### config.mk
export PLATFORM = sky130hd
export DESIGN_NAME = bus_arbiter
export DESIGN_NICKNAME = d
export VERILOG_FILES = /design/src/verilog/ci_pkg.sv /design/src/verilog/bus_arbiter.sv
export SDC_FILE = /design/constraint.sdc
export NUM_CORES = 1
export LEC_CHECK = 0
export ABC_AREA = 1
export BUFFER_PORTS_ARGS = -buffer_cell sky130_fd_sc_hd__buf_2
export CORE_AREA = 3 3 116 118
export DETAILED_ROUTE_END_ITERATION = 6
export DIE_AREA = 0 0 119 121
export PLACE_DENSITY_LB_ADDON = 0.2
export RECOVER_POWER = 100
export REMOVE_ABC_BUFFERS = 1
export SETUP_SLACK_MARGIN = 0.15
export SYNTH_ARGS = -nofsm -noshare
export SYNTH_HDL_FRONTEND = slang
export SYNTH_SLANG_ARGS = --single-unit
### constraint.sdc
create_clock -name vclk -period 1.4
set_clock_uncertainty 0.15 [all_clocks]
set_input_delay 0.28 -clock vclk [all_inputs]
set_output_delay 0.28 -clock vclk [all_outputs]
set_load 0.02 [all_outputs]
### src/verilog/ci_pkg.sv
package ci_pkg;

    // UART timing
    localparam int CLKS_PER_BIT = 8;
    localparam int TMR_W        = $clog2(CLKS_PER_BIT);

    // Controller reset stretch after reset_i
    localparam int BOOT_CYCLES = 16;
    localparam int BOOT_W      = $clog2(BOOT_CYCLES + 1);

    // Word memory, indexed by adr[MEM_AW+1:2]
    localparam int MEM_WORDS = 256;
    localparam int MEM_AW    = $clog2(MEM_WORDS);

    // Host reply bytes
    localparam logic [7:0] HARNESS_ID = 8'h5A;
    localparam logic [7:0] RSP_ACK    = 8'h06;
    localparam logic [7:0] RSP_NAK    = 8'h15;

    // Wishbone classic request, master to slave
    typedef struct packed {
        logic        cyc;
        logic        stb;
        logic        we;
        logic [31:0] adr;
        logic [31:0] dat;
    } wb_req_t;

    // Wishbone classic response, slave to master
    typedef struct packed {
        logic        ack;
        logic [31:0] dat;
    } wb_rsp_t;

    typedef enum logic [7:0] {
        OP_PING  = 8'h01,
        OP_WRITE = 8'h02,
        OP_READ  = 8'h03,
        OP_RUN   = 8'h04,
        OP_HALT  = 8'h05
    } opcode_e;

    typedef enum logic [2:0] {
        S_IDLE,
        S_ADDR,
        S_DATA,
        S_BUS,
        S_REPLY,
        S_WAIT_TX
    } fsm_state_e;

endpackage

### src/verilog/bus_arbiter.sv
`timescale 1ns/1ps

module bus_arbiter import ci_pkg::*; (
    input  logic    core_reset_i,
    input  wb_req_t ctl_req_i,
    output wb_rsp_t ctl_rsp_o,
    input  wb_req_t core_req_i,
    output wb_rsp_t core_rsp_o,
    output wb_req_t mem_req_o,
    input  wb_rsp_t mem_rsp_i
);

    // Owner follows the core reset line
    always_comb begin
        if (core_reset_i) begin
            mem_req_o = ctl_req_i;
        end else begin
            mem_req_o = core_req_i;
        end
    end

    // Read data goes to both, ack only to the owner
    always_comb begin
        ctl_rsp_o      = mem_rsp_i;
        ctl_rsp_o.ack  = mem_rsp_i.ack && core_reset_i;
        core_rsp_o     = mem_rsp_i;
        core_rsp_o.ack = mem_rsp_i.ack && !core_reset_i;
    end

    // During a halt the memory only answers controller cycles
    always_comb begin
        a_halt_ack_from_ctl: assert final (
            !(mem_rsp_i.ack && core_reset_i) || ctl_req_i.cyc
        );
    end

endmodule

* After elaboration in Yosys (flattened, before gate mapping)
Cells that the tools add are included.
Operators by class: $add $sub $neg 0, multipliers 0, divide/modulo/power cells 0, order comparisons 0, equal/unequal tests 0, shift-type cells 0, mux-type cells 1, bitwise operators 0, reductions and logical operators 3
Operators by type and width (number):
- 67-bit 2-to-1 mux | 1
- 1-bit logical AND | 2
- 1-bit zero test | 1
Storage, ports and cells: bits in registers 0, bits in latches 0, memory bits (writable) 0, ROM bits 0, bits of input ports 168, memories 0

* Logic depth before layout (Yosys ltp)
depth after elaboration 2, gate-level depth with buffers 6, mapped depth without buffers 3

* Worst setup path before layout
OpenSTA, ideal clock, no wires.
path type input-to-output, start input port core_reset_i, end output port mem_req_o[35] in the netlist's numbering, data arrival time 916 ps, required time 970 ps, slack 54 ps, cell stages on the path 6, buffers on the path 3, path through buf_4 inv_2 buf_6 buf_6 nand2_1 nand2_1
RTL lines:
- from (decl) | RTL line bus_arbiter.sv:4 | input logic core_reset_i,
- to (decl) | RTL line bus_arbiter.sv:9 | output wb_req_t mem_req_o,

==> metrics.txt <==
hold path cells=0; Hold Crit Start=mem_rsp_i[1]; Final Cell Area=3110 sq um; Total GRT Usage=11.2%; HPWL after DPL=6790 microns; grt total ovfl=0; core box area=12,600 sq um; syn avg cell area=4.77 sq um; via count=2,256; drt pass-1 iters=4; fin worst setup slack=-0.0164 ns; Comb pwr share=100.0%; layout cells sized above 1=71.5%; num ports=301; die area=14,400 sq um; number of remaining DRC errors=0; most common cell in the netlist=nand2_1; clock share of power=0%; outcome=finished with violations; Pwr Density=386 nW/um^2; Iteration-0 DRC Markers=64; largest net degree at the start of global routing=33; chip width=119 microns; Routed WL per cell=15.8 microns; Post-DP Area=2100 sq um; worst min path class=in2out; crit path DAT=0.99 ns; NetSw=588 uW; maximum net fanout on the critical path=8; fin crit period=1.42 ns; Port Buf Inserts=205; Worst Path Class, Setup=in2out; synth cell count leaders=202 x nand2_1, 67 x buf_4, 7 x buf_2; switching share of power=49.0%; Row Count=41; max_slew headroom=89.9%; post-synthesis sequential area ratio=0%; CP Data Required Time=0.97 ns; cell count after synthesis=285; f_max=706 MHz; RSZ-0062 raised after global routing=yes; FFs & Latches=0; Pint=613 uW; Leak Pwr=1.84 nW; Worst VDD drop=0.108 mV; Final period util=101%; Sequential Power Share=0%; number of global-route vias before repair=2,160; cell area after synthesis=1360 sq um; layout net count=598; Worst setup EP type=primary output; failing checks=setup timing; Fin. Hold Viols=0; setup TNS=-0.168 ns; Die Ht=121 microns; effective utilization at floorplan=10.8%; startpoint types=input port; antenna violations before repair=0; first-pass GRT wire length=12,400 microns; max cap viols=0; actual slew at the worst max-slew pin=0.152 ns; Finished Core Util=24.7%; synth warn=0; biggest area consumer among synthesized cells=nand2_1; Hold Worst Slack=0.410 ns; vias per cell=3.76; setup violators final=20; Ant. Diodes=0; ANT nets after route=0; area grow syn2layout=128%; Hold EP=core_rsp_o[1]; total wire length=9460 microns; Netlist cell types=8; ranking of synthesized cells by area=nand2_1 56%, buf_4 37%, buf_6 3.3%; Max Slew Vio Count=0; Reg area=0 sq um; GP Congestion=0.721; CLK BUF=0; Synth top area share=55.7%
[logic make-up (layout without fill, tap and decap cells)]
family        Yosys count  in the layout  share of synthesized area, %
buf+inv                82            225                          44.0
simple gates          203            203                          56.0
[routing by layer]
metal	share of wire [%]	vias to the layer above	GRT usage, %
met3	20	4	10.1
met4	0.042	4	0
li1	-	1068	-
met5	0.95	-	5.88
met1	36	971	12.6
met2	43	209	16.1
[cells in the final DEF, fill, tap and decap left out, drive strengths merged]
master / count
clkbuf: 3
nor2: 1
buf: 219
nand2: 202
inv: 3
[power by group through the flow]
| stage | Combinational, mW | Sequential (mW) | Clock, mW |
|---|---|---|---|
| floorplan | 0.368 | 0 | 0 |
| global placement | 0.782 | 0 | 0 |
| detailed placement | 0.780 | 0 | 0 |
| CTS | 1.07 | 0 | 0 |
| global route | 1.29 | 0 | 0 |
| finish | 1.20 | 0 | 0 |
[worst max-delay path: stages]
cell and delay, ns:
buf_12 0.13, inv_12 0.08, buf_12 0.11, clkbuf_16 0.15
nand2_1 0.05, nand2_1 0.07, buf_6 0.12
[worst max path at each step]
stage | start | endpoint | cells past startpoint
floorplan | core_reset_i | mem_req_o[0] | 3
global placement | core_reset_i | mem_req_o[31] | 6
detailed placement | core_reset_i | mem_req_o[36] | 6
CTS | core_reset_i | mem_req_o[66] | 7
global route | core_reset_i | mem_req_o[60] | 7
finish | core_reset_i | mem_req_o[66] | 7
[final cells by class]
type,count,area (sq um)
multi-input cells,203,1070
repair buffers,222,1790
fillers,1398,9460
inverters,3,23.8
well taps,172,215
[stage by stage]
stage	setup slack, ns	power (mW)	cells
after detailed placement	-0.0740	0.780	588
after global routing	-0.0544	1.29	600
after floorplan	-0.101	0.368	206
after global placement	-0.0682	0.782	588
final	-0.0164	1.20	600
after CTS	-0.0104	1.07	596
[what timing repair did]
| item | CTS | global route |
|---|---|---|
| resized for setup | 152 | 91 |
| setup buffers | 4 | 1 |
| gates cloned | 4 | 3 |
| setup endpoints to repair | 69 | 69 |
| pin swaps | 5 | 13 |
| hold buffers | 0 | 0 |
Power figures use the tool's default switching activity.
