$ cat config.mk
export PLATFORM = sky130hd
export DESIGN_NAME = reset_boot
export DESIGN_NICKNAME = d
export VERILOG_FILES = /design/src/verilog/ci_pkg.sv /design/src/verilog/reset_boot.sv
export SDC_FILE = /design/constraint.sdc
export NUM_CORES = 1
export LEC_CHECK = 0
export BUFFER_PORTS_ARGS = -buffer_cell sky130_fd_sc_hd__buf_2
export CORE_AREA = 2 2 39 41
export CTS_BUF_LIST = sky130_fd_sc_hd__clkbuf_2 sky130_fd_sc_hd__clkbuf_4 sky130_fd_sc_hd__clkbuf_8
export DETAILED_ROUTE_END_ITERATION = 6
export DIE_AREA = 0 0 41 43
export GPL_TIMING_DRIVEN = 0
export PLACE_DENSITY_LB_ADDON = 0.15
export REMOVE_ABC_BUFFERS = 1
export SYNTH_ARGS = -nofsm -noshare
export SYNTH_HDL_FRONTEND = slang
export SYNTH_SLANG_ARGS = --single-unit
$ cat constraint.sdc
create_clock -name clk -period 2.1 [get_ports clk]
set_input_delay 0.105 -clock clk [delete_from_list [all_inputs] [get_ports clk]]
set_output_delay 0.105 -clock clk [all_outputs]
set_load 0.005 [all_outputs]
$ cat src/verilog/ci_pkg.sv
package ci_pkg;

    // UART timing
    localparam int CLKS_PER_BIT = 8;
    localparam int TMR_W        = $clog2(CLKS_PER_BIT);

    // Controller reset stretch after reset_i
    localparam int BOOT_CYCLES = 16;
    localparam int BOOT_W      = $clog2(BOOT_CYCLES + 1);

    // Word memory, indexed by adr[MEM_AW+1:2]
    localparam int MEM_WORDS = 256;
    localparam int MEM_AW    = $clog2(MEM_WORDS);

    // Host reply bytes
    localparam logic [7:0] HARNESS_ID = 8'h5A;
    localparam logic [7:0] RSP_ACK    = 8'h06;
    localparam logic [7:0] RSP_NAK    = 8'h15;

    // Wishbone classic request, master to slave
    typedef struct packed {
        logic        cyc;
        logic        stb;
        logic        we;
        logic [31:0] adr;
        logic [31:0] dat;
    } wb_req_t;

    // Wishbone classic response, slave to master
    typedef struct packed {
        logic        ack;
        logic [31:0] dat;
    } wb_rsp_t;

    typedef enum logic [7:0] {
        OP_PING  = 8'h01,
        OP_WRITE = 8'h02,
        OP_READ  = 8'h03,
        OP_RUN   = 8'h04,
        OP_HALT  = 8'h05
    } opcode_e;

    typedef enum logic [2:0] {
        S_IDLE,
        S_ADDR,
        S_DATA,
        S_BUS,
        S_REPLY,
        S_WAIT_TX
    } fsm_state_e;

endpackage

$ cat src/verilog/reset_boot.sv
`timescale 1ns/1ps

module reset_boot import ci_pkg::*; (
    input  logic clk,
    input  logic reset_i,
    output logic ctl_reset_o
);

    logic [BOOT_W-1:0] count;

    // Count down after reset_i falls, release on the last step
    always_ff @(posedge clk) begin
        if (reset_i) begin
            count       <= BOOT_W'(BOOT_CYCLES);
            ctl_reset_o <= 1'b1;
        end else begin
            if (count != '0) begin
                count <= count - 1'b1;
            end
            ctl_reset_o <= (count > BOOT_W'(1));
        end
    end

endmodule

## After elaboration in Yosys (flattened, before gate mapping)

Cells that the tools add are included.

| operators by class | value |
|---|---|
| order comparisons | 1 |
| $add $sub $neg | 1 |
| reduce and logical (&&, ||, !) cells | 1 |

Operators with widths:

| kind | count |
|---|---|
| 5-bit by 1-bit > comparator with 1-bit output, second input constant | 1 |
| 5-bit nonzero test | 1 |
| 5-bit by 1-bit subtractor with 5-bit output, second input constant | 1 |

| word-level totals | value |
|---|---|
| output and inout port bits | 1 |
| word-level logic and storage cells | 5 |
| register bits | 6 |

## Longest topological paths before layout

| logic depth | value |
|---|---|
| depth after elaboration | 1 |
| gate-level depth with buffers | 5 |
| gate-level depth less buffers | 5 |

## Worst setup path after synthesis

OpenSTA, ideal clock, no wires.

| timing | value |
|---|---|
| kind | reg2reg |
| start | register count[0] |
| end | register count[4] |
| clock period less this slack | 1.339 ns |
| data arrival time | 1.220 ns |
| setup slack | 0.761 ns |
| cell stages (with the launch flop) | 5 |
| data required time | 1.980 ns |
| cell sequence | dfxtp_1 inv_1 ha_1 or3b_1 a211o_1 |

| on the way | value |
|---|---|
| longest elaborated chain between the ends | 1 |

RTL lines:

| element | RTL line | text |
|---|---|---|
| start, declared | reset_boot.sv:9 | `logic [BOOT_W-1:0] count;` |
| start signal, assigned | reset_boot.sv:14 | `count <= BOOT_W'(BOOT_CYCLES);` |
| start signal, assigned | reset_boot.sv:18 | `count <= count - 1'b1;` |
| 5-bit by 1-bit subtractor with 5-bit output or 5-bit nonzero test (tied branches) | reset_boot.sv:18, reset_boot.sv:17 |  |

Parallel ways exist; a longest one is shown, timed or not.
A chain may end at the register's enable or synchronous reset.

## Worst setup path in the final report

Same ends and word-level chain as after synthesis.

==> key figures <==
Run status
  • Status: finished, final reports clean

CTS
  • Clock buffer count from CTS: 3
  • # H-tree levels: 1
  • Clock sink total: 6
  • CTS clk-pin slew, worst paths: around 50 ps
  • CTS tree: done
  • Clock Root Buffer: clkbuf_4
  • CTS resizes: 0
  • Post-CTS repair timing setup buffer count: 0
  • CTS Hold Bufs: 0
  • Clk buf depth: 2
  • Clock Latency Late Sink: approximately 240 ps

Drt
  • Via-per-instance ratio: 4.17
  • Via count: 200
  • Number of DRC markers in iteration 0: 2
  • Drt total wl: between 500 and 600 um
  • Final ANT Viol Nets: 0
  • Number of remaining DRC errors: 0
  • WL per Instance: between 10 and 15 um
  • TritonRoute pass-1 iters: 2

Synthesis
  • Yosys reg bits: 6
  • Avg Inst Size Synth: 10.6 um^2
  • Post-synthesis cell area: between 200 and 300 um^2
  • Seq/Total Area, Yosys: 0.421
  • Cells after Synth: 27
  • Synthesis warning total: 0
  • Netlist cell types: 13

Timing
  • Worst slew margin: 0.763
  • Final Hold Viols: 0
  • Layout Skew: 5.02 ps
  • Slew Limit Fails: 0
  • Post-route minimum period: 1430 ps
  • Post-route setup slack: 672 ps
  • Final setup viols: 0
  • Setup_tns: 0 ps
  • RSZ-0062 raised after global routing: false
  • FMAX: 700 MHz
  • Smallest hold slack: 104 ps
  • Slew of the pin with the lowest slew margin: roughly 350 ps
  • Fin crit share: 0.680

Hold path
  • Worst hold path depth: 2
  • Hold wc startpoint: reset_i
  • Hold EP: count[0]
  • Worst hold-check path type: input pin to register

Power and ir drop
  • Cell area power density: approximately 1500 nW/um^2
  • VDD IR max: 0.412 mV
  • NetSw: 183 uW
  • Leak: roughly 0.13 nW
  • Pwr Total: 514 uW
  • Sw frac: 0.356
  • Int Power: 331 uW
  • Clock share of power: 0.208
  • Flop pwr share: 0.411
  • Part of the power in combinational logic: 0.382

Worst setup path
  • Reg2Reg Depth: 4
  • CP Max Fanout: 4
  • R2R Path End: count[4]
  • Worst setup path start: count[0]
  • WS Path Type: register to register
  • Critical Path RT: 2230 ps
  • R2r setup slk: 670 ps
  • Critical Path Source Type: register
  • CP endpoint kind: register
  • Reg-to-Reg Start: count[0]
  • Worst Path Arrival: roughly 1600 ps

Floorplanning
  • Core region area: 1380 um^2
  • Starting Density: 0.206
  • Die span in y: 43 um
  • Std-Cell Rows: 14
  • Die X: 41 um
  • Boundary Pins: 3
  • Die area: 1760 um^2

Place
  • DP HPWL: 383 um
  • Port bufs: 2
  • Placed cell areas: approximately 320 um^2
  • Pre-CTS WS: 688 ps
  • Placer Congestion: 0.653

Global routing
  • Met1 Usage GRT: 0.0804
  • First-pass GRT wire length: 890 um
  • GR Layer Usage met2: 0.125
  • Total GRT Usage: 0.0833
  • Initial antenna violation count: 0
  • GRT busiest layer: met2
  • Met3 usage: 0.0471
  • Grt ovf: 0
  • Vias in the first global route: 208
  • Largest net degree at the start of global routing: 7

Flow run
  • Max cap viols: 0

Layout
  • Final Cell Area: between 300 and 400 um^2
  • Fin nets: 39
  • Ant diodes: 0
  • P&R area growth vs syn: 18.4%
  • Layout cell share with drive strength beyond 1: 0.188
Yosys cell counts:
| master | n | area share |
|---|---|---|
| a211o_1 | 1 | 0.031 |
| a211oi_1 | 1 | 0.026 |
| dfxtp_1 | 6 | 0.42 |
| ha_1 | 3 | 0.13 |
| inv_1 | 2 | 0.026 |
| nor2_1 | 2 | 0.026 |
| nor2b_1 | 1 | 0.022 |
| nor3_1 | 4 | 0.070 |
| nor4_1 | 1 | 0.022 |
| nor4b_4 | 1 | 0.083 |
| o21ai_0 | 1 | 0.018 |
| or3b_1 | 1 | 0.031 |
| xnor2_1 | 3 | 0.092 |
critical path: stages (launching register included):
cell	delay, ps
dfxtp_1	330
inv_1	120
ha_1	200
or3b_1	370
a211o_1	300
stage by stage:
stage                     utilization  instances
after floorplan                     -         27
after global placement          0.228         45
after detailed placement        0.228         45
after CTS                       0.244         48
after global routing            0.244         48
final                           0.244         48
routing by layer:
metal | wire length, um | vias to the layer above
met1 | 219 | 92
met2 | 265 | 3
met3 | 19 | 0
met5 | 0 | -
met4 | 0 | 0
li1 | - | 105
flip-flops by register name, summed over array words and instances, names as in the netlist:
register	count
count	5
ctl_reset_o	1
logic make-up after synthesis:
kind of cell,share of synthesized area
AOI/OAI and AO/OA,0.0746
xor gates and xnor gates,0.0921
adders and majority gates,0.132
buffers and inverters,0.0263
DFF,0.421
and+or+nand+nor,0.254
worst max-delay path by stage:
stage          cells past startpoint  endpoint  slack, ps
4_1_cts                            4  count[4]        670
3_5_place_dp                       4  count[4]        690
3_3_place_gp                       4  count[4]        700
6_report                           4  count[4]        670
5_1_grt                            5  count[1]        540
2_1_floorplan                      4  count[4]        760
cell usage in the layout (no fill, tap or decap), drive strengths merged, types with 2 or more instances in the layout:
cell	synthesis	layout
buf	0	2
clkbuf	0	3
dfxtp	6	6
ha	3	3
inv	2	2
nor2	2	2
nor3	4	4
xnor2	3	3
layout make-up:
| cell class | count | area, um^2 |
|---|---|---|
| inverter | 2 | 7.51 |
| sequential | 6 | 120 |
| multi-input combinational | 19 | 158 |
| clock buffer | 3 | 22.5 |
| fill | 148 | 1050 |
| tap | 16 | 20.0 |
| timing repair buffer | 2 | 10.0 |
power groups by stage:
| stage | Combinational, mW | Clock, mW | Sequential [mW] |
|---|---|---|---|
| final | 0.196 | 0.107 | 0.211 |
| after global routing | 0.223 | 0.119 | 0.220 |
| after CTS | 0.200 | 0.111 | 0.212 |
| after detailed placement | 0.195 | 0 | 0.213 |
| after global placement | 0.188 | 0 | 0.212 |
| after floorplan | 0.161 | 0 | 0.205 |
No activity file was read; power rests on OpenSTA's default activity.
