==> src/verilog/ci_pkg.sv <==
package ci_pkg;

    // UART timing
    localparam int CLKS_PER_BIT = 8;
    localparam int TMR_W        = $clog2(CLKS_PER_BIT);

    // Controller reset stretch after reset_i
    localparam int BOOT_CYCLES = 16;
    localparam int BOOT_W      = $clog2(BOOT_CYCLES + 1);

    // Word memory, indexed by adr[MEM_AW+1:2]
    localparam int MEM_WORDS = 256;
    localparam int MEM_AW    = $clog2(MEM_WORDS);

    // Host reply bytes
    localparam logic [7:0] HARNESS_ID = 8'h5A;
    localparam logic [7:0] RSP_ACK    = 8'h06;
    localparam logic [7:0] RSP_NAK    = 8'h15;

    // Wishbone classic request, master to slave
    typedef struct packed {
        logic        cyc;
        logic        stb;
        logic        we;
        logic [31:0] adr;
        logic [31:0] dat;
    } wb_req_t;

    // Wishbone classic response, slave to master
    typedef struct packed {
        logic        ack;
        logic [31:0] dat;
    } wb_rsp_t;

    typedef enum logic [7:0] {
        OP_PING  = 8'h01,
        OP_WRITE = 8'h02,
        OP_READ  = 8'h03,
        OP_RUN   = 8'h04,
        OP_HALT  = 8'h05
    } opcode_e;

    typedef enum logic [2:0] {
        S_IDLE,
        S_ADDR,
        S_DATA,
        S_BUS,
        S_REPLY,
        S_WAIT_TX
    } fsm_state_e;

endpackage

==> src/verilog/cmd_fsm.sv <==
`timescale 1ns/1ps

module cmd_fsm import ci_pkg::*; (
    input  logic       clk,
    input  logic       reset_i,
    input  logic [7:0] rx_data_i,
    input  logic       rx_valid_i,
    input  logic       tx_busy_i,
    output logic [7:0] tx_data_o,
    output logic       tx_start_o,
    output wb_req_t    bus_req_o,
    input  wb_rsp_t    bus_rsp_i,
    output logic       core_reset_o
);

    fsm_state_e  state;
    opcode_e     op;
    logic [1:0]  byte_cnt;
    logic [1:0]  reply_left;
    logic [31:0] addr;
    logic [31:0] wdata;
    logic [31:0] reply;

    // First reply byte for commands answered straight from S_IDLE
    function automatic logic [7:0] op_reply(input logic [7:0] code);
        case (opcode_e'(code))
            OP_PING:         return HARNESS_ID;
            OP_RUN, OP_HALT: return RSP_ACK;
            default:         return RSP_NAK;
        endcase
    endfunction

    // One classic cycle, held for the whole of S_BUS
    always_comb begin
        bus_req_o.cyc = (state == S_BUS);
        bus_req_o.stb = (state == S_BUS);
        bus_req_o.we  = (op == OP_WRITE);
        bus_req_o.adr = addr;
        bus_req_o.dat = wdata;
    end

    always_ff @(posedge clk) begin
        if (reset_i) begin
            state        <= S_IDLE;
            op           <= OP_PING;
            byte_cnt     <= '0;
            reply_left   <= '0;
            tx_start_o   <= 1'b0;
            core_reset_o <= 1'b1;
        end else begin
            tx_start_o <= 1'b0;
            case (state)
                S_IDLE: begin
                    if (rx_valid_i) begin
                        op         <= opcode_e'(rx_data_i);
                        byte_cnt   <= '0;
                        reply_left <= '0;
                        case (opcode_e'(rx_data_i))
                            OP_WRITE, OP_READ: state <= S_ADDR;
                            OP_RUN: begin
                                core_reset_o <= 1'b0;
                                state        <= S_REPLY;
                            end
                            OP_HALT: begin
                                core_reset_o <= 1'b1;
                                state        <= S_REPLY;
                            end
                            default: state <= S_REPLY;
                        endcase
                    end
                end
                S_ADDR: begin
                    if (rx_valid_i) begin
                        byte_cnt <= byte_cnt + 1'b1;
                        if (byte_cnt == 2'd3) begin
                            if (op == OP_WRITE) begin
                                state <= S_DATA;
                            end else begin
                                // No bus access while the core owns memory
                                state <= core_reset_o ? S_BUS : S_REPLY;
                            end
                        end
                    end
                end
                S_DATA: begin
                    if (rx_valid_i) begin
                        byte_cnt <= byte_cnt + 1'b1;
                        if (byte_cnt == 2'd3) begin
                            state <= core_reset_o ? S_BUS : S_REPLY;
                        end
                    end
                end
                S_BUS: begin
                    if (bus_rsp_i.ack) begin
                        reply_left <= (op == OP_READ) ? 2'd3 : 2'd0;
                        state      <= S_REPLY;
                    end
                end
                S_REPLY: begin
                    tx_start_o <= 1'b1;
                    state      <= S_WAIT_TX;
                end
                S_WAIT_TX: begin
                    // tx_busy_i rises a cycle after the start strobe
                    if (!tx_busy_i && !tx_start_o) begin
                        if (reply_left == 2'd0) begin
                            state <= S_IDLE;
                        end else begin
                            reply_left <= reply_left - 1'b1;
                            state      <= S_REPLY;
                        end
                    end
                end
                default: state <= S_IDLE;
            endcase
        end
    end

    // Address, data and reply bytes, MSB first
    always_ff @(posedge clk) begin
        case (state)
            S_IDLE: begin
                if (rx_valid_i) begin
                    reply <= {op_reply(rx_data_i), 24'h0};
                end
            end
            S_ADDR: begin
                if (rx_valid_i) begin
                    addr  <= {addr[23:0], rx_data_i};
                    // Stands if the bus cycle is skipped
                    reply <= {RSP_NAK, 24'h0};
                end
            end
            S_DATA: begin
                if (rx_valid_i) begin
                    wdata <= {wdata[23:0], rx_data_i};
                    reply <= {RSP_NAK, 24'h0};
                end
            end
            S_BUS: begin
                if (bus_rsp_i.ack) begin
                    reply <= (op == OP_READ) ? bus_rsp_i.dat : {RSP_ACK, 24'h0};
                end
            end
            S_REPLY: begin
                tx_data_o <= reply[31:24];
                reply     <= {reply[23:0], 8'h00};
            end
            default: ;
        endcase
    end

    // Controller only drives the bus while it holds the core in reset
    a_ctl_owns_bus: assert property (
        @(posedge clk) disable iff (reset_i)
        bus_req_o.stb |-> (bus_req_o.cyc && core_reset_o)
    );

endmodule

==> config.mk <==
export PLATFORM = sky130hd
export DESIGN_NAME = cmd_fsm
export DESIGN_NICKNAME = d
export VERILOG_FILES = /design/src/verilog/ci_pkg.sv /design/src/verilog/cmd_fsm.sv
export SDC_FILE = /design/constraint.sdc
export NUM_CORES = 1
export LEC_CHECK = 0
export BUFFER_PORTS_ARGS = -buffer_cell sky130_fd_sc_hd__buf_2
export CAP_MARGIN = 15
export CORE_ASPECT_RATIO = 2
export CORE_MARGIN = 2
export CORE_UTILIZATION = 45
export CTS_CLUSTER_DIAMETER = 40
export DETAILED_ROUTE_END_ITERATION = 12
export PLACE_DENSITY = 0.78
export SLEW_MARGIN = 20
export SYNTH_ARGS = -nofsm -noshare
export SYNTH_HDL_FRONTEND = slang
export SYNTH_SLANG_ARGS = --single-unit
==> constraint.sdc <==
create_clock -name clk -period 4.9 [get_ports clk]
set_input_delay 0.98 -clock clk [delete_from_list [all_inputs] [get_ports clk]]
set_output_delay 0.98 -clock clk [all_outputs]
set_load 0.01 [all_outputs]
==> After elaboration in Yosys (flattened, before gate mapping) <==
Index checks and enable logic that the tools add are counted.
{ "op_classes": {"addsub": 2, "n_eq_ne": 22, "mux": 28, "reduce_logical": 20} }
{ "op_table": {"columns": ["cell", "count"], "rows": [
  ["32-bit 2-to-1 mux", 4],
  ["32-bit case mux with 4 select lines", 1],
  ["3-bit 2-to-1 mux", 11],
  ["8-bit by 2-bit == test with 1-bit output (second input constant)", 4],
  ["3-bit case mux with 6 select lines", 1],
  ["8-bit by 3-bit == test with 1-bit output (second input constant)", 2],
  ["2-bit inequality test (second input constant)", 7],
  ["7-bit case mux with 2 select lines", 1],
  ["2-bit 2-to-1 mux", 6],
  ["8-bit by 1-bit == test with 1-bit output (second input constant)", 1],
  ["7-bit AND reduction", 1],
  ["3-bit by 2-bit == test with 1-bit output (second input constant)", 2],
  ["3-bit == test (second input constant)", 2],
  ["2-bit case mux with 3 select lines", 1],
  ["2-bit AND reduction", 3],
  ["3-bit AND reduction", 2],
  ["2-bit OR reduction", 3],
  ["5-bit AND reduction", 1],
  ["2-bit by 1-bit inequality test with 1-bit output (second input constant)", 2],
  ["2-bit case mux with 2 select lines", 1],
  ["4-bit AND reduction", 1],
  ["2-bit nonzero test", 2],
  ["4-bit nonzero test", 1],
  ["3-bit by 1-bit == test with 1-bit output (second input constant)", 1],
  ["10 further kinds", 11]
]} }
{ "totals": {"reg_bits": 121, "word_cells": 82} }

==> Longest topological paths before layout <==
Gate-level depths: netlist of run 1.
{ "depth": {"depth_word": 5, "mapped_depth": 6, "ltp_nobuf": 6} }

==> Worst setup path before layout of run 1 <==
Ideal clock, no wire load.
{ "synth_path": {"path_type": "input-to-reg", "from": "input port rx_valid_i", "to": "register wdata[0] (enable)", "setup_ns": 0.468, "arrival_ns": 3.482, "required_time_ns": 4.432, "setup_slack_ns": 0.950, "cell_stages": 2, "path_cell_list": "nand2b_1 -> nor3b_1"} }
{ "synth_via": {"elab_chain_cells": 1} }
{ "synth_lines": {"columns": ["element", "line", "rtl"], "rows": [
  ["from (decl)", "cmd_fsm.sv:7", "input logic rx_valid_i,"],
  ["2-bit AND reduction (no source line)", null, null],
  ["to (signal assigned)", "cmd_fsm.sv:136", "wdata <= {wdata[23:0], rx_data_i};"],
  ["to (decl)", "cmd_fsm.sv:21", "logic [31:0] wdata;"]
]} }
No other way between the ends.
A chain may end at the register's enable or synchronous reset.

==> impl_metrics.toml, run 1 <==
[floorplan]
ioPinCount = 122
start_util_pct = 45.69
fp.dieArea_mm2 = 0.01104
core_mm2 = 0.01002
dieWidth_um = 75.32
die_h_um = 146.6
row_count = 52

[finish]
nets = 465
instances_no_fill = 566
layout-drive-gt1-share_pct = 38.05
diodes = 0
syn_to_final_growth_pct = 28.42
final_util_pct = 58.68

[clock_tree]
root_buffer = "clkbuf_16"
cts.repair.resized = 0
clock_path_buffers = 2
post_cts_buffers = 0
ctsHoldBuffers = 0
cts_buffers = 17
cts.sinks = 121
cts_htree_levels = 4
clkLatencyLatePin_ns = 0.40
path_clk_slew_ns = 0.05
cts_tree = "yes"

[setup_path]
r2r-end = "reply[28]"
required_ns = 3.92
arrival_ns = 2.10
path_class = "reg2out"
r2r_slack_ns = 2.07
cp-end-kind = "output port"
ff2ff_path_depth = 4
cp-start-kind = "register"
r2r-start = "state[0]"
path_max_fanout = 21

[timing]
fin_crit_sh_pct = 62.88
setup_violations = 0
rsz0062_at_grt = "no"
setup_slack_ns = 1.819
maxSlewViolCount = 0
finClkSkew_ns = 0.006584
tightestPinTransition_ns = 1.055
relSlewSlack_pct = 29.47
fmax_mhz = 324.5
hold_viol = 0
fin_crit_ns = 3.081
finalSetupTns_ns = 0

[min_path]
holdCritPathClass = "reg2reg"
worstHoldPathCells = 0
holdPathEnd = "tx_data_o[4]"
min_from = "reply[28]"

[logic_synthesis]
yosys_warnings = 0
synthTopCellsByCount = "104 x edfxtp_1, 20 x nand2_1, 19 x a22o_1"
synth_area_leaders = "edfxtp_1 68%, dfxtp_1 7.4%, a22o_1 3.6%, nand2_1 1.6%, a21oi_1 1.4%"
synth.avg_cell_area_um2 = 15.79
postSynthCellCount = 290
ys_seq_area_share_pct = 75.65
synthFlopType = "edfxtp_1"
yosysUniqueCellTypes = 50
synth.net_count = 337
yosys.area.top_type = "edfxtp_1"
synth_enable_flop_cells = 104
async_reset_ff_share_pct = 0
synth_most_common_cell = "edfxtp_1"
synth_top_area_share_pct = 68.22
ys_seq_elements = 121
netlist_area_mm2 = 0.004578

[route]
drt_pass1_iterations = 4
drtIter0Drc = 146
wire_per_inst_um = 15.96
routed_wl_mm = 9.034
drtAntennaViolNets = 0
drc = 0
via_per_inst = 5.163
vias = 2922

[place]
place.gp.congestion = 0.8138
place_inst = 534
port_buffers = 121
dp_hpwl_mm = 6.342
post-place-ws_ns = 2.107

[pwr]
power.density_mw_per_mm2 = 545.0
leakagePower_uw = 0.002255
vdd_drop_max_mv = 0.3652

[global_routing]
grt_start_max_net_pins = 33
overflow = 0
grt_usage_pct = 17.09
grt_pass1_wl_mm = 14.15
antenna_found_initial = 0
first_global_vias = 2991

[status]
outcome = "completed"

[job]
cap_violations = 0
==> cell families after synthesis <==
logic type | count (synthesis) | synth area share (%)
XOR/XNOR | 1 | 0.1913
AO/OA/AOI/OAI | 63 | 10.28
adder cells (fa/ha/maj) | 2 | 0.5465
AND/OR/NAND/NOR | 82 | 11.12
flip-flops | 121 | 75.65
buffers and inverters | 21 | 2.214
==> sequential cells by signal, indices dropped and copies added (netlist names) <==
register / count
reply: 32
tx_start_o: 1
reply_left: 2
op: 8
core_reset_o: 1
wdata: 32
addr: 32
byte_cnt: 2
tx_data_o: 8
state: 3
==> worst max path at each step <==
| stage | startpoint | to | slack (ns) | cells past startpoint |
|---|---|---|---|---|
| floorplan | rx_valid_i | wdata[0] | 0.95 | 2 |
| global placement | rx_data_i[3] | reply[26] | 2.16 | 5 |
| detailed placement | rx_data_i[3] | reply[26] | 2.11 | 5 |
| CTS | state[0] | bus_req_o[65] | 1.84 | 3 |
| global route | state[1] | bus_req_o[66] | 1.68 | 3 |
| finish | state[0] | bus_req_o[65] | 1.82 | 3 |
==> critical path, cell delays in order, from the launching register on <==
cell	delay, ns
dfxtp_1	0.80
nand3b_1	0.49
inv_1	0.25
buf_2	0.16
==> through the flow <==
step | instance area (um2) | total power (uW) | hold slack, ns
floorplan | 4578 | 1857 | 0.4003
global placement | 5301 | 2006 | 0.4016
detailed placement | 5301 | 2044 | 0.4045
CTS | 5879 | 3230 | 0.4174
global route | 5879 | 3360 | 0.4198
finish | 5879 | 3204 | 0.4161
==> per-layer routing <==
metal	part of all wire (%)	up-vias	track usage, %
li1	-	1384	-
met1	36	1406	17.58
met2	55	117	29.65
met3	7.2	15	5.038
met4	2.0	0	9.123
met5	0	-	0
==> final cells by class <==
type                    count  area [um2]
well taps                 135       168.9
repair buffers            124       628.1
multi-input cells         148        1018
clock inverters            15       152.6
inverters                   6       22.52
fillers                   799        4140
clock buffers              17       425.4
flip-flops and latches    121        3463
==> where the power goes <==
group | internal, uW | total (uW) | switching (uW)
registers | 1380 | 1500 | 120
clock network | 747 | 1180 | 437
logic | 209 | 521 | 312
==> placed cells by master (no fill, tap or decap), types with 4 or more instances in the layout <==
cell and count:
buf_2 121, edfxtp_1 104, nand2_1 20, a22o_1 19, dfxtp_1 17, clkbuf_16 17, nor2_1 15, a21oi_1 13
and2_1 10, inv_1 6, o211ai_1 5, o21ai_0 5, nand2b_1 5, nor3_1 4, clkinvlp_4 4
Note: power is estimated with default switching activity, not from simulation.
==> inputs of run 2 (changes only) <==
--- a/config.mk
+++ b/config.mk
@@ -12,7 +12,7 @@
 export CORE_UTILIZATION = 45
 export CTS_CLUSTER_DIAMETER = 40
 export DETAILED_ROUTE_END_ITERATION = 12
-export PLACE_DENSITY = 0.78
+export PLACE_DENSITY = 0.81
 export SLEW_MARGIN = 20
 export SYNTH_ARGS = -nofsm -noshare
 export SYNTH_HDL_FRONTEND = slang
==> constraint.sdc (replaced) <==
create_clock -name clk -period 2.64 [get_ports clk]
set_input_delay 0.528 -clock clk [delete_from_list [all_inputs] [get_ports clk]]
set_output_delay 0.528 -clock clk [all_outputs]
set_load 0.01 [all_outputs]
==> run 2 against run 1 <==
- setup slack worse by 1.6 ns
- first-iteration DRC count down 2.1%
- sequential cell count is the same
- clock skew increased by 0.0023 ns
- highest routed layer unchanged
==> impl_metrics.toml, run 2 (synthesis results as in run 1) <==
[clock_tree]
cts_buffers = 17
ctsHoldBuffers = 0
clkLatencyLatePin_ns = 0.40
clock_path_buffers = 2
cts_htree_levels = 4
root_buffer = "clkbuf_16"
post_cts_buffers = 0
cts_tree = "yes"
cts.sinks = 121
cts.repair.resized = 0
path_clk_slew_ns = 0.05

[timing]
finalSetupTns_ns = 0
finClkSkew_ns = 0.008842
fin_crit_sh_pct = 92.60
setup_violations = 0
fmax_mhz = 409.0
maxSlewViolCount = 0
hold_viol = 0
relSlewSlack_pct = 55.72
fin_crit_ns = 2.445
tightestPinTransition_ns = 0.6633
rsz0062_at_grt = "no"

[floorplan]
die_h_um = 146.6
fp.dieArea_mm2 = 0.01104
ioPinCount = 122
start_util_pct = 45.69
row_count = 52
dieWidth_um = 75.32
core_mm2 = 0.01002

[finish]
nets = 472
diodes = 0
largestRegisters = "addr: 32 flops, reply: 32 flops, wdata: 32 flops"
final_common_cell = "buf_2"
layout_common_cells = "121 x buf_2, 104 x edfxtp_1, 20 x nand2_1"
instances_no_fill = 573
layout-drive-gt1-share_pct = 38.81
syn_to_final_growth_pct = 30.20

[setup_path]
cp-end-kind = "output port"
cp-start-kind = "register"
path_class = "reg2out"
r2r_slack_ns = 0.53
path_max_fanout = 21
required_ns = 2.11
arrival_ns = 1.92

[pwr]
intPower_uw = 4388
power.total_uw = 6026
pwr-share-seq_pct = 45.4
switching_share_pct = 27.17
p_comb_share_pct = 18.0
power.density_mw_per_mm2 = 1011
leakagePower_uw = 0.002293
power_frac_clock_pct = 36.6
vdd_drop_max_mv = 0.5715
p_switching_uw = 1637

[route]
wire_per_inst_um = 16.11
vias = 2952
drt_pass1_iterations = 4
drtIter0Drc = 143
drc = 0
via_per_inst = 5.152
routed_wl_mm = 9.229
drtAntennaViolNets = 0

[place]
place.gp.congestion = 0.8092
port_buffers = 121
dp_hpwl_mm = 6.305
place_inst = 541

[min_path]
holdCritPathClass = "in2reg"

[global_routing]
overflow = 0
grt_pass1_wl_mm = 14.26
first_global_vias = 2963
grt_start_max_net_pins = 33
grt_usage_pct = 17.28
antenna_found_initial = 0

[job]
cap_violations = 0

[status]
outcome = "completed"
## run 2: area by class of cell
type	instances	area, um2
clock buffer	17	425.4
clock inverter	15	150.1
fill	790	4059
inverter	6	22.52
multi-input combinational	148	1025
sequential	121	3463
tap	135	168.9
timing repair buffer	131	705.7
## run 2: path summary, 6_finish.rpt
kind | cells after the start | startpoint | endpoint
hold reg to reg | 0 | reply[24] | tx_data_o[0]
setup reg to reg | 4 | state[2] | reply[25]
hold / removal | 1 | rx_data_i[3] | addr[3]
setup / recovery | 4 | state[2] | bus_req_o[65]
## run 2: critical path: stages (launching register included)
cell and delay [ns]:
dfxtp_1 0.74, nand3b_1 0.37, buf_4 0.20, inv_1 0.07, buf_2 0.14
## run 2: power by group through the flow
stage,logic [uW],registers [uW],clock network (uW)
3_5_place_dp,1080,2770,0
4_1_cts,1090,2740,2240
3_3_place_gp,1040,2740,0
2_1_floorplan,676,2770,0
6_report,1080,2740,2200
5_1_grt,1190,2780,2320
## run 2: per-layer routing
layer	track usage, %	vias up	wire (um)
met1	18.74	1412	3436
met4	9.298	0	272
met2	29.09	115	5009
li1	-	1399	-
met5	0	-	0
met3	5.038	26	510
## run 2: per-stage QoR
step | worst slack, ns | cell area (um2) | hold slack [ns] | utilization, %
global route | 0.1071 | 5961 | 0.3380 | 59.49
finish | 0.1952 | 5961 | 0.3523 | 59.49
CTS | 0.2113 | 5961 | 0.3406 | 59.49
detailed placement | 0.5561 | 5385 | 0.4080 | 53.75
global placement | 0.6408 | 5385 | 0.4036 | 53.75
floorplan | 0.04064 | 4583 | 0.4003 | -
