==> src/verilog/ci_pkg.sv <==
package ci_pkg;

    // UART timing
    localparam int CLKS_PER_BIT = 8;
    localparam int TMR_W        = $clog2(CLKS_PER_BIT);

    // Controller reset stretch after reset_i
    localparam int BOOT_CYCLES = 16;
    localparam int BOOT_W      = $clog2(BOOT_CYCLES + 1);

    // Word memory, indexed by adr[MEM_AW+1:2]
    localparam int MEM_WORDS = 256;
    localparam int MEM_AW    = $clog2(MEM_WORDS);

    // Host reply bytes
    localparam logic [7:0] HARNESS_ID = 8'h5A;
    localparam logic [7:0] RSP_ACK    = 8'h06;
    localparam logic [7:0] RSP_NAK    = 8'h15;

    // Wishbone classic request, master to slave
    typedef struct packed {
        logic        cyc;
        logic        stb;
        logic        we;
        logic [31:0] adr;
        logic [31:0] dat;
    } wb_req_t;

    // Wishbone classic response, slave to master
    typedef struct packed {
        logic        ack;
        logic [31:0] dat;
    } wb_rsp_t;

    typedef enum logic [7:0] {
        OP_PING  = 8'h01,
        OP_WRITE = 8'h02,
        OP_READ  = 8'h03,
        OP_RUN   = 8'h04,
        OP_HALT  = 8'h05
    } opcode_e;

    typedef enum logic [2:0] {
        S_IDLE,
        S_ADDR,
        S_DATA,
        S_BUS,
        S_REPLY,
        S_WAIT_TX
    } fsm_state_e;

endpackage

==> src/verilog/uart_rx.sv <==
`timescale 1ns/1ps

module uart_rx import ci_pkg::*; (
    input  logic       clk,
    input  logic       reset_i,
    input  logic       rx_i,
    output logic [7:0] rx_data_o,
    output logic       rx_valid_o
);

    logic [1:0]       rx_sync;
    logic             rx_bit;
    logic             busy;
    logic [TMR_W-1:0] timer;
    logic [3:0]       bit_idx;
    logic [7:0]       shift;
    logic             sample;

    assign rx_bit = rx_sync[1];
    assign sample = busy && (timer == '0);

    // Two-flop synchronizer, idles high
    always_ff @(posedge clk) begin
        if (reset_i) begin
            rx_sync <= 2'b11;
        end else begin
            rx_sync <= {rx_sync[0], rx_i};
        end
    end

    // Bit index 0 is the start bit, 1 to 8 data, 9 stop
    always_ff @(posedge clk) begin
        if (reset_i) begin
            busy       <= 1'b0;
            timer      <= '0;
            bit_idx    <= '0;
            rx_valid_o <= 1'b0;
        end else begin
            rx_valid_o <= 1'b0;
            if (!busy) begin
                if (!rx_bit) begin
                    // Half a bit puts later samples at mid-period
                    busy    <= 1'b1;
                    timer   <= TMR_W'(CLKS_PER_BIT / 2 - 1);
                    bit_idx <= '0;
                end
            end else if (timer != '0) begin
                timer <= timer - 1'b1;
            end else begin
                timer   <= TMR_W'(CLKS_PER_BIT - 1);
                bit_idx <= bit_idx + 1'b1;
                if (bit_idx == 4'd0 && rx_bit) begin
                    // Start bit gone by mid-period, treat as a glitch
                    busy <= 1'b0;
                end else if (bit_idx == 4'd9) begin
                    busy       <= 1'b0;
                    rx_valid_o <= rx_bit;
                end
            end
        end
    end

    // Data arrives LSB first
    always_ff @(posedge clk) begin
        if (sample && bit_idx >= 4'd1 && bit_idx <= 4'd8) begin
            shift <= {rx_bit, shift[7:1]};
        end
    end

    assign rx_data_o = shift;

endmodule

==> config.mk <==
export PLATFORM = sky130hd
export DESIGN_NAME = uart_rx
export DESIGN_NICKNAME = d
export VERILOG_FILES = /design/src/verilog/ci_pkg.sv /design/src/verilog/uart_rx.sv
export SDC_FILE = /design/constraint.sdc
export NUM_CORES = 1
export LEC_CHECK = 0
export BUFFER_PORTS_ARGS = -buffer_cell sky130_fd_sc_hd__buf_2
export CAP_MARGIN = 20
export CORE_MARGIN = 3
export CORE_UTILIZATION = 52
export CTS_CLUSTER_DIAMETER = 80
export DETAILED_ROUTE_END_ITERATION = 10
export PLACE_DENSITY = 0.74
export SYNTH_ARGS = -nofsm -noshare
export SYNTH_HDL_FRONTEND = slang
export SYNTH_SLANG_ARGS = --single-unit
==> constraint.sdc <==
create_clock -name clk -period 2.2 [get_ports clk]
set_input_delay 0.11 -clock clk [delete_from_list [all_inputs] [get_ports clk]]
set_output_delay 0.11 -clock clk [all_outputs]
set_load 0.05 [all_outputs]
Word-level counts from Yosys, hierarchy flattened

Index checks and enable logic that the tools add are counted.

Register bits: 19
Input port bits: 3
Output and inout port bits: 9
Word-level logic and storage cells: 35

Mux-type cells: 11
Reduce and logical (&&, ||, !) cells: 9
Equal/unequal tests: 3
Order comparisons: 2
Add/subtract/negate cells: 2
Bitwise operators: 2

Operators with widths:

| kind                                                              | count |
|---|---|
| 2-to-1 mux 4 bit                                                  | 3 |
| 2-to-1 mux 3 bit                                                  | 3 |
| 2-to-1 mux 1 bit                                                  | 5 |
| OR reduction 5 bit                                                | 1 |
| adder 4 x 1 -> 4 bit, second input constant                       | 1 |
| == test 4 bit, second input constant                              | 1 |
| greater-or-equal comparator 4 x 1 -> 1 bit, second input constant | 1 |
| <= comparator 4 bit, second input constant                        | 1 |
| logical AND 1 bit                                                 | 4 |
| zero test 4 bit                                                   | 1 |
| zero test 3 bit                                                   | 1 |
| nonzero test 3 bit                                                | 1 |
| subtractor 3 x 1 -> 3 bit, second input constant                  | 1 |
| inequality test 2 x 1 -> 1 bit, second input constant             | 1 |
| inequality test 2 bit, second input constant                      | 1 |
| inverter 1 bit                                                    | 2 |
| AND reduction 2 bit                                               | 1 |

Depth between registers and ports, before layout

Gate-level depths: netlist of run 1.

Word-level depth: 5
Gate-level depth with buffers: 5
Depth with buffers taken out: 5

Worst setup path before layout of run 1

Ideal clock, no wire load.

Kind: reg-to-reg
Start: register bit_idx[0]
End: register shift[0], in the netlist rx_data_o[0] (enable)
Slack: 319 ps
Setup time: 386 ps
Required time: 1,814 ps
Arrival: 1,495 ps
Buffers on the path: 0
Period minus slack after synthesis: 1,881 ps
Stages on the path, launching flop included: 6
Cell sequence: dfxtp_1 -> inv_1 -> ha_1 -> nand2b_1 -> nor3_1 -> a211oi_1

Word-level cells in the longest chain between the ends: 3
Elaborated cells between the ends (all ways): 4
Classes of those cells: order compare: 2; reduce/logical: 2

Ends and longest elaborated chain:

| item                                       | RTL line      | RTL |
|---|---|---|
| start, declared                            | uart_rx.sv:15 | `logic [3:0] bit_idx;` |
| start signal, assigned                     | uart_rx.sv:51 | `bit_idx <= bit_idx + 1'b1;` |
| greater-or-equal comparator 4 x 1 -> 1 bit | uart_rx.sv:65 | `if (sample && bit_idx >= 4'd1 && bit_idx <= 4'd8) begin` |
| logical AND 1 bit                          | uart_rx.sv:65 |  |
| logical AND 1 bit (*)                      | uart_rx.sv:65 |  |
| end signal, assigned                       | uart_rx.sv:66 | `shift <= {rx_bit, shift[7:1]};` |
| end, declared                              | uart_rx.sv:16 | `logic [7:0] shift;` |

Mark *: on every way between the ends. The rest lies on a longest branch, timed or not.
A chain may end at the register's enable or synchronous reset.

Worst setup path after layout of run 1

Start: register bit_idx[0]
End: register shift[2], in the netlist rx_data_o[2] (enable)

Same word-level chain as after synthesis.

==> impl_results.md, run 1 <==
- Status: completed
- Antenna-violating nets left: 0
- Clock Tree Buf Depth: 2
- Switching Fraction: 0.234
- Fin crit period: 1610 ps
- Clk sinks: 19
- Antenna violations before repair: 0
- Register share of total power: 0.628
- Post-DP HPWL: 910 µm
- Max-slew violations: 0
- LEAKAGE: 0.355 nW
- Placer Congestion: 0.661
- CTS tree: built
- Synthesis-stage register bit count: 19
- Rows: 13
- Clock-pin slew on the worst setup and hold paths: 110 ps
- R2r endpoint: rx_data_o[2]$_DFFE_PP_
- Mapped Cells: 63
- Final Skew: 6.15 ps
- Worst slew margin: 0.815
- CTS Buf Count: 3
- Worst-margin pin slew: 276 ps
- Power share of the combinational group: 0.087
- Design area: 895 µm²
- Die X: 44.7 µm
- Layout area overhead: 15.1%
- Final hold vios: 0
- DRT iter0 DRCs: 10
- Wire length per cell: 13.3 µm
- Share of flip-flops with an asynchronous set or reset: 0
- Drt drc: 0
- N_diodes: 0
- Die Footprint: 1990 µm²
- Io pins: 12
- Syn Nets: 71
- Post-Route WL: 1.25 mm
- Die height: 44.7 µm
- Unrepaired setup endpoints after global routing: no
- R2r worst-path depth: 6
- Drt pass-1 iters: 4
- Crit path max-delay family: flip-flops
- H-tree depth: 1
- Max_cap viols: 0
- Clock root buffer: clkbuf_4
- WS Path Type: register to register
- Slowest Stage Delay on Critical Path: 440 ps
- Share of total power in the clock network: 0.285
- Via count: 505
- Cell Chain, Critical Path: inv_1 -> ha_1 -> nand2b_1 -> nor3_1 -> a211oi_1 -> buf_4
- Buffers plus inverters on the worst setup path: 2
- Initial Util: 0.576
- First-pass GRT wire length: 2.03 mm
- Endpoints failing setup: 0
- Synth Flop Type: dfxtp_1
- Area share of the largest cell type after synthesis: 0.309
- Post-synth top area cell: edfxtp_1
- Critical Path RT: 2210 ps
- Fin crit share: 0.733
- Later-pin clock latency in the skew report: 300 ps
- Reg2reg start: bit_idx[0]$_SDFFE_PP0P_
- Total track usage: 0.149
- Data arrival time of the worst path: 1630 ps
- CP Launch Type: register
- Layout cells sized above 1: 0.278
- Final net count: 88
- Vias per inst: 5.37
- Largest cells by area after synthesis: edfxtp_1 31%, dfxtp_1 28%, ha_1 8.1%
- Grt ovf: 0
- Slowest stage cell on the critical path: dfxtp_1
- Synth Cell Area: 777 µm²
- CTS resizes: 0
- Register area share after synthesis: 0.593
- Internal power: 0.466 mW
- FMAX: 620 MHz
- NetSw: 0.143 mW
- Worst Setup SP: bit_idx[0]$_SDFFE_PP0P_
- Worst Hold Class: input port to register
- Placement-stage cell area: 857 µm²
- Max rail drop VDD: 0.000513 V
- Worst setup endpoint: rx_data_o[2]$_DFFE_PP_
- CORE AREA: 1350 µm²
- Vias in the first global route: 446
- Final TNS setup: 0 ps
- R2R setup slack: 590 ps
- Synth cell types: 28
- Critical Path Fanout Max: 8
- Syn_area_per_cell: 12.3 µm²
- CP Depth: 6
- Port Buffer Count: 11
- Number of enable flip-flop cells after synthesis: 8
- Power Density: 680 nW/µm²
- Largest net degree at the start of global routing: 13
- Setup crit end kind: register
- Yosys warnings: 0
## layout make-up
class                      count  area, µm²
tap                           15       18.8
clock buffer                   3       22.5
timing repair buffer          14       80.1
sequential                    19        460
clock inverter                 1       5.00
inverter                       4       15.0
fill                         107        455
multi-input combinational     38        293
## routing by layer
layer	wire length, µm	track usage
met5	0	0
met2	550	0.209
met1	624	0.191
met3	59	0.0610
met4	12	0.0904
## Yosys cell counts (2+ instances only)
master	instances
dfxtp_1	11
edfxtp_1	8
nor2_1	6
ha_1	5
inv_1	4
a211oi_1	3
nor3_1	2
o21a_1	2
o21ai_0	2
or2_2	2
## power by group through the flow
stage                     sequential, mW  clock [mW]  combinational (mW)
after detailed placement           0.390           0              0.0514
after floorplan                    0.392           0              0.0374
after global placement             0.389           0              0.0504
final                              0.382       0.174              0.0528
after global routing               0.384       0.202              0.0590
after CTS                          0.382       0.179              0.0528
## sequential cells by signal (all words and copies together) (netlist names)
signal	flops
busy	1
rx_valid_o	1
bit_idx	4
rx_data_o	8
rx_sync	2
timer	3
## cells in the final DEF, fill, tap and decap left out, drive strengths merged
cell / count
nand3b: 1
or3: 1
o21ai: 2
inv: 4
clkbuf: 3
nand4b: 1
o21a: 2
and4bb: 1
a221oi: 1
nand2: 1
nand2b: 1
nor3b: 1
o21bai: 1
a211oi: 3
or2: 2
o31ai: 1
nor3: 2
dlygate4sd3: 1
nand3: 1
ha: 5
xor2: 1
mux2i: 1
mux2: 1
buf: 13
nor2: 6
clkinv: 1
edfxtp: 8
a21oi: 1
a311oi: 1
dfxtp: 11
## worst min path at each step
stage	depth (start not counted)	endpoint	from	slack, ps
3_5_place_dp	2	rx_sync[0]$_SDFF_PP1_	rx_i	310
3_3_place_gp	2	rx_sync[0]$_SDFF_PP1_	rx_i	300
5_1_grt	2	bit_idx[1]$_SDFFE_PP0P_	reset_i	70
4_1_cts	2	bit_idx[0]$_SDFFE_PP0P_	reset_i	70
6_report	2	bit_idx[0]$_SDFFE_PP0P_	reset_i	80
2_1_floorplan	1	rx_sync[0]$_SDFF_PP1_	rx_i	210
## worst reg2reg max path: stages (launching register included)
cell and delay [ps]:
dfxtp_1 440, inv_1 70, ha_1 190, nand2b_1 130, nor3_1 60, a211oi_1 220, buf_4 210
## through the flow
step                       util  power, mW  setup WS [ps]  hold WS, ps  cells
after floorplan               -      0.430            319          214     63
after global placement    0.635      0.440            693          296     89
after detailed placement  0.635      0.441            621          305     89
after CTS                 0.663      0.614            587         65.6     94
after global routing      0.663      0.644            471         74.9     94
final                     0.663      0.608            588         75.9     94
## timing repair
| item | 4_1_cts | 5_1_grt |
|---|---|---|
| setup buffers | 0 | 0 |
| hold buffers | 1 | 0 |
| hold endpoints to repair | 1 | 0 |
| setup endpoints to repair | 0 | 0 |
## logic make-up after synthesis
logic type	Yosys count	share of synthesized area
fa+ha+maj	5	0.0805
mux	2	0.0274
simple gates	18	0.148
compound gates	12	0.109
xor+xnor	1	0.0113
buf+inv	6	0.0306
flops	19	0.593
No activity file was read; power rests on OpenSTA's default activity.
==> run 2: changes to the inputs <==
clock period = 1.5 ns   (was 2.2 ns; I/O delays follow)
==> run 2 against run 1 <==
Compared with the run above:
- worst setup slack got worse by 530 ps
- flip-flop and latch count unchanged
- largest cell class unchanged
- highest routed layer unchanged
- non-clock buffer count increased by 7
- design area up 9.9%
==> impl_results.md, run 2 (same netlist as run 1, synthesis figures left out) <==
- Status: completed
- Wire length per cell: 15.0 µm (+13%)
- Antenna violations before repair: 0 (unchanged)
- CP Launch Type: register
- Max rail drop VDD: 0.000658 V (+28%)
- Power share of the combinational group: 0.113 (+0.026)
- Post-Route WL: 1.51 mm (+21%)
- Final net count: 95 (+8.0%)
- Tot Pwr: 0.916 mW (+51%)
- Power Density: 931 nW/µm² (+37%)
- Worst slew margin: 0.795 (-0.0207)
- H-tree depth: 1 (unchanged)
- Io pins: 12 (unchanged)
- Placement-stage cell area: 923 µm² (+7.7%)
- Setup crit end kind: register
- Later-pin clock latency in the skew report: 300 ps (about the same)
- Routed wl met2: 769 µm (+40%)
- Max reg flops: 8 (unchanged)
- R2r worst-path depth: 5 (-1)
- Data arrival time of the worst path: 1460 ps (-170 ps)
- Max-slew violations: 0 (unchanged)
- LEAKAGE: 0.394 nW (+11%)
- Placer Congestion: 0.704 (+6.4%)
- Fin crit share: 0.959 (+0.227)
- R2R setup slack: 60 ps (-530 ps)
- Final hold vios: 0 (unchanged)
- Endpoints failing setup: 0 (unchanged)
- Most common cell after layout, fill and taps aside: buf_2
- Clock Tree Buf Depth: 2 (unchanged)
- Met3 WL: 68 µm (+15%)
- Slowest Stage Delay on Critical Path: 340 ps (-100 ps)
- Switching Fraction: 0.233 (-0.00148)
- Hold WS: 35.7 ps (-40.2 ps)
- Via count: 550 (+8.9%)
- Share of total power in the clock network: 0.275 (-0.010)
- Clock-pin slew on the worst setup and hold paths: 100 ps (about the same)
- Reg2reg start: bit_idx[0]$_SDFFE_PP0P_
- WL met1: 635 µm (+1.8%)
- Commonest non-fill, non-tap cells in the layout: 11 x buf_2, 9 x dfxtp_1, 8 x edfxtp_1
- Worst Setup SP: bit_idx[0]$_SDFFE_PP0P_
- N_diodes: 0 (unchanged)
- Largest net degree at the start of global routing: 12 (-1)
- Drt drc: 0 (unchanged)
- Layout area overhead: 26.6%
- Drt pass-1 iters: 4 (unchanged)
- CTS Buf Count: 3 (unchanged)
- Die Footprint: 1990 µm² (unchanged)
- Layout cells sized above 1: 0.407 (+0.128)
- Slowest stage cell on the critical path: dfxtp_2
- Initial Util: 0.576 (unchanged)
- DR top layer: met4
- FMAX: 695 MHz (+12%)
- Clk sinks: 19 (unchanged)
- CORE AREA: 1350 µm² (unchanged)
- Grt ovf: 0 (unchanged)
- Die X: 44.7 µm (unchanged)
- Worst-margin pin slew: 307 ps (+31.0 ps)
- Port Buffer Count: 11 (unchanged)
- Vias in the first global route: 545 (+22%)
- Clock root buffer: clkbuf_4
- Worst Hold Class: input port to register
- R2r endpoint: rx_data_o[2]$_DFFE_PP_
- WS Path Type: register to register
- First-pass GRT wire length: 2.42 mm (+19%)
- Rows: 13 (unchanged)
- Cell Chain, Critical Path: buf_4 -> ha_1 -> nor3_2 -> a211oi_4 -> buf_6
- Critical Path RT: 1520 ps (-690 ps)
- Worst setup endpoint: rx_data_o[2]$_DFFE_PP_
- Vias per inst: 5.45 (+1.4%)
- CTS tree: built
- Antenna-violating nets left: 0 (unchanged)
- Fin crit period: 1440 ps (-173 ps)
- Total track usage: 0.176 (+0.0265)
- Register share of total power: 0.612 (-0.016)
- Max_cap viols: 0 (unchanged)
- NetSw: 0.213 mW (+50%)
- Die height: 44.7 µm (unchanged)
- Final Skew: 6.90 ps (+0.753 ps)
- Design area: 983 µm² (+9.9%)
- Post-DP HPWL: 1.06 mm (+16%)
- Internal power: 0.702 mW (+51%)
- Critical Path Fanout Max: 5 (-3)
- DRT iter0 DRCs: 4 (-6)
-- run 2: cell count changes in the layout (fill, tap and decap cells not counted), moves of 2 or more --
| cell | delta |
|---|---|
| dfxtp_1 | -2 |
| buf_4 | +5 |
| dfxtp_2 | +2 |
| buf_6 | +2 |
-- run 2: final cells by class --
class                   count  area [µm²]
well taps                  15        18.8
fillers                   105         367
repair buffers             21         140
multi-input cells          38         320
flip-flops and latches     19         463
inverters                   4        15.0
clock buffers               4        26.3
-- run 2: repair_timing --
| item | CTS | global route |
|---|---|---|
| endpoints found under the hold margin | 1 | 0 |
| hold buffers | 1 | 0 |
| gates resized for setup | 0 | 7 |
| setup buffers | 0 | 1 |
| setup endpoints to repair | 0 | 8 |
-- run 2: critical path: cells and delay by family (launching register included) --
kind	cells	cell delay [ps]
buffers and inverters	2	280
AOI/OAI and AO/OA	1	270
and+or+nand+nor	1	80
DFF	1	340
adders and majority gates	1	200
-- run 2: through the flow --
stage	setup TNS, ps	util	cells	setup WS, ps
final	0	0.728	101	60.9
after global routing	-84.3	0.728	101	-39.1
after CTS	0	0.711	101	11.2
after detailed placement	0	0.684	96	57.8
after global placement	0	0.684	96	81.4
after floorplan	0	-	63	4.43
-- run 2: worst min path at each step --
stage	start	end	slack [ps]	cells past startpoint
after floorplan	rx_i	rx_sync[0]$_SDFF_PP1_	180	1
after global placement	rx_i	rx_sync[0]$_SDFF_PP1_	270	2
after detailed placement	rx_i	rx_sync[0]$_SDFF_PP1_	270	2
after CTS	reset_i	bit_idx[0]$_SDFFE_PP0P_	50	2
after global routing	reset_i	bit_idx[0]$_SDFFE_PP0P_	50	2
final	reset_i	bit_idx[0]$_SDFFE_PP0P_	40	2
-- run 2: power by group through the flow --
stage	Sequential [mW]	Combinational, mW	Clock, mW
after detailed placement	0.572	0.0942	0
after global routing	0.562	0.115	0.274
final	0.560	0.103	0.252
after CTS	0.560	0.0969	0.255
after global placement	0.571	0.0919	0
after floorplan	0.576	0.0587	0
-- run 2: layer usage --
| layer | vias up | global-route usage |
|---|---|---|
| li1 | 272 | - |
| met1 | 262 | 0.215 |
| met2 | 11 | 0.272 |
| met3 | 5 | 0.0488 |
| met4 | 0 | 0.108 |
| met5 | - | 0 |
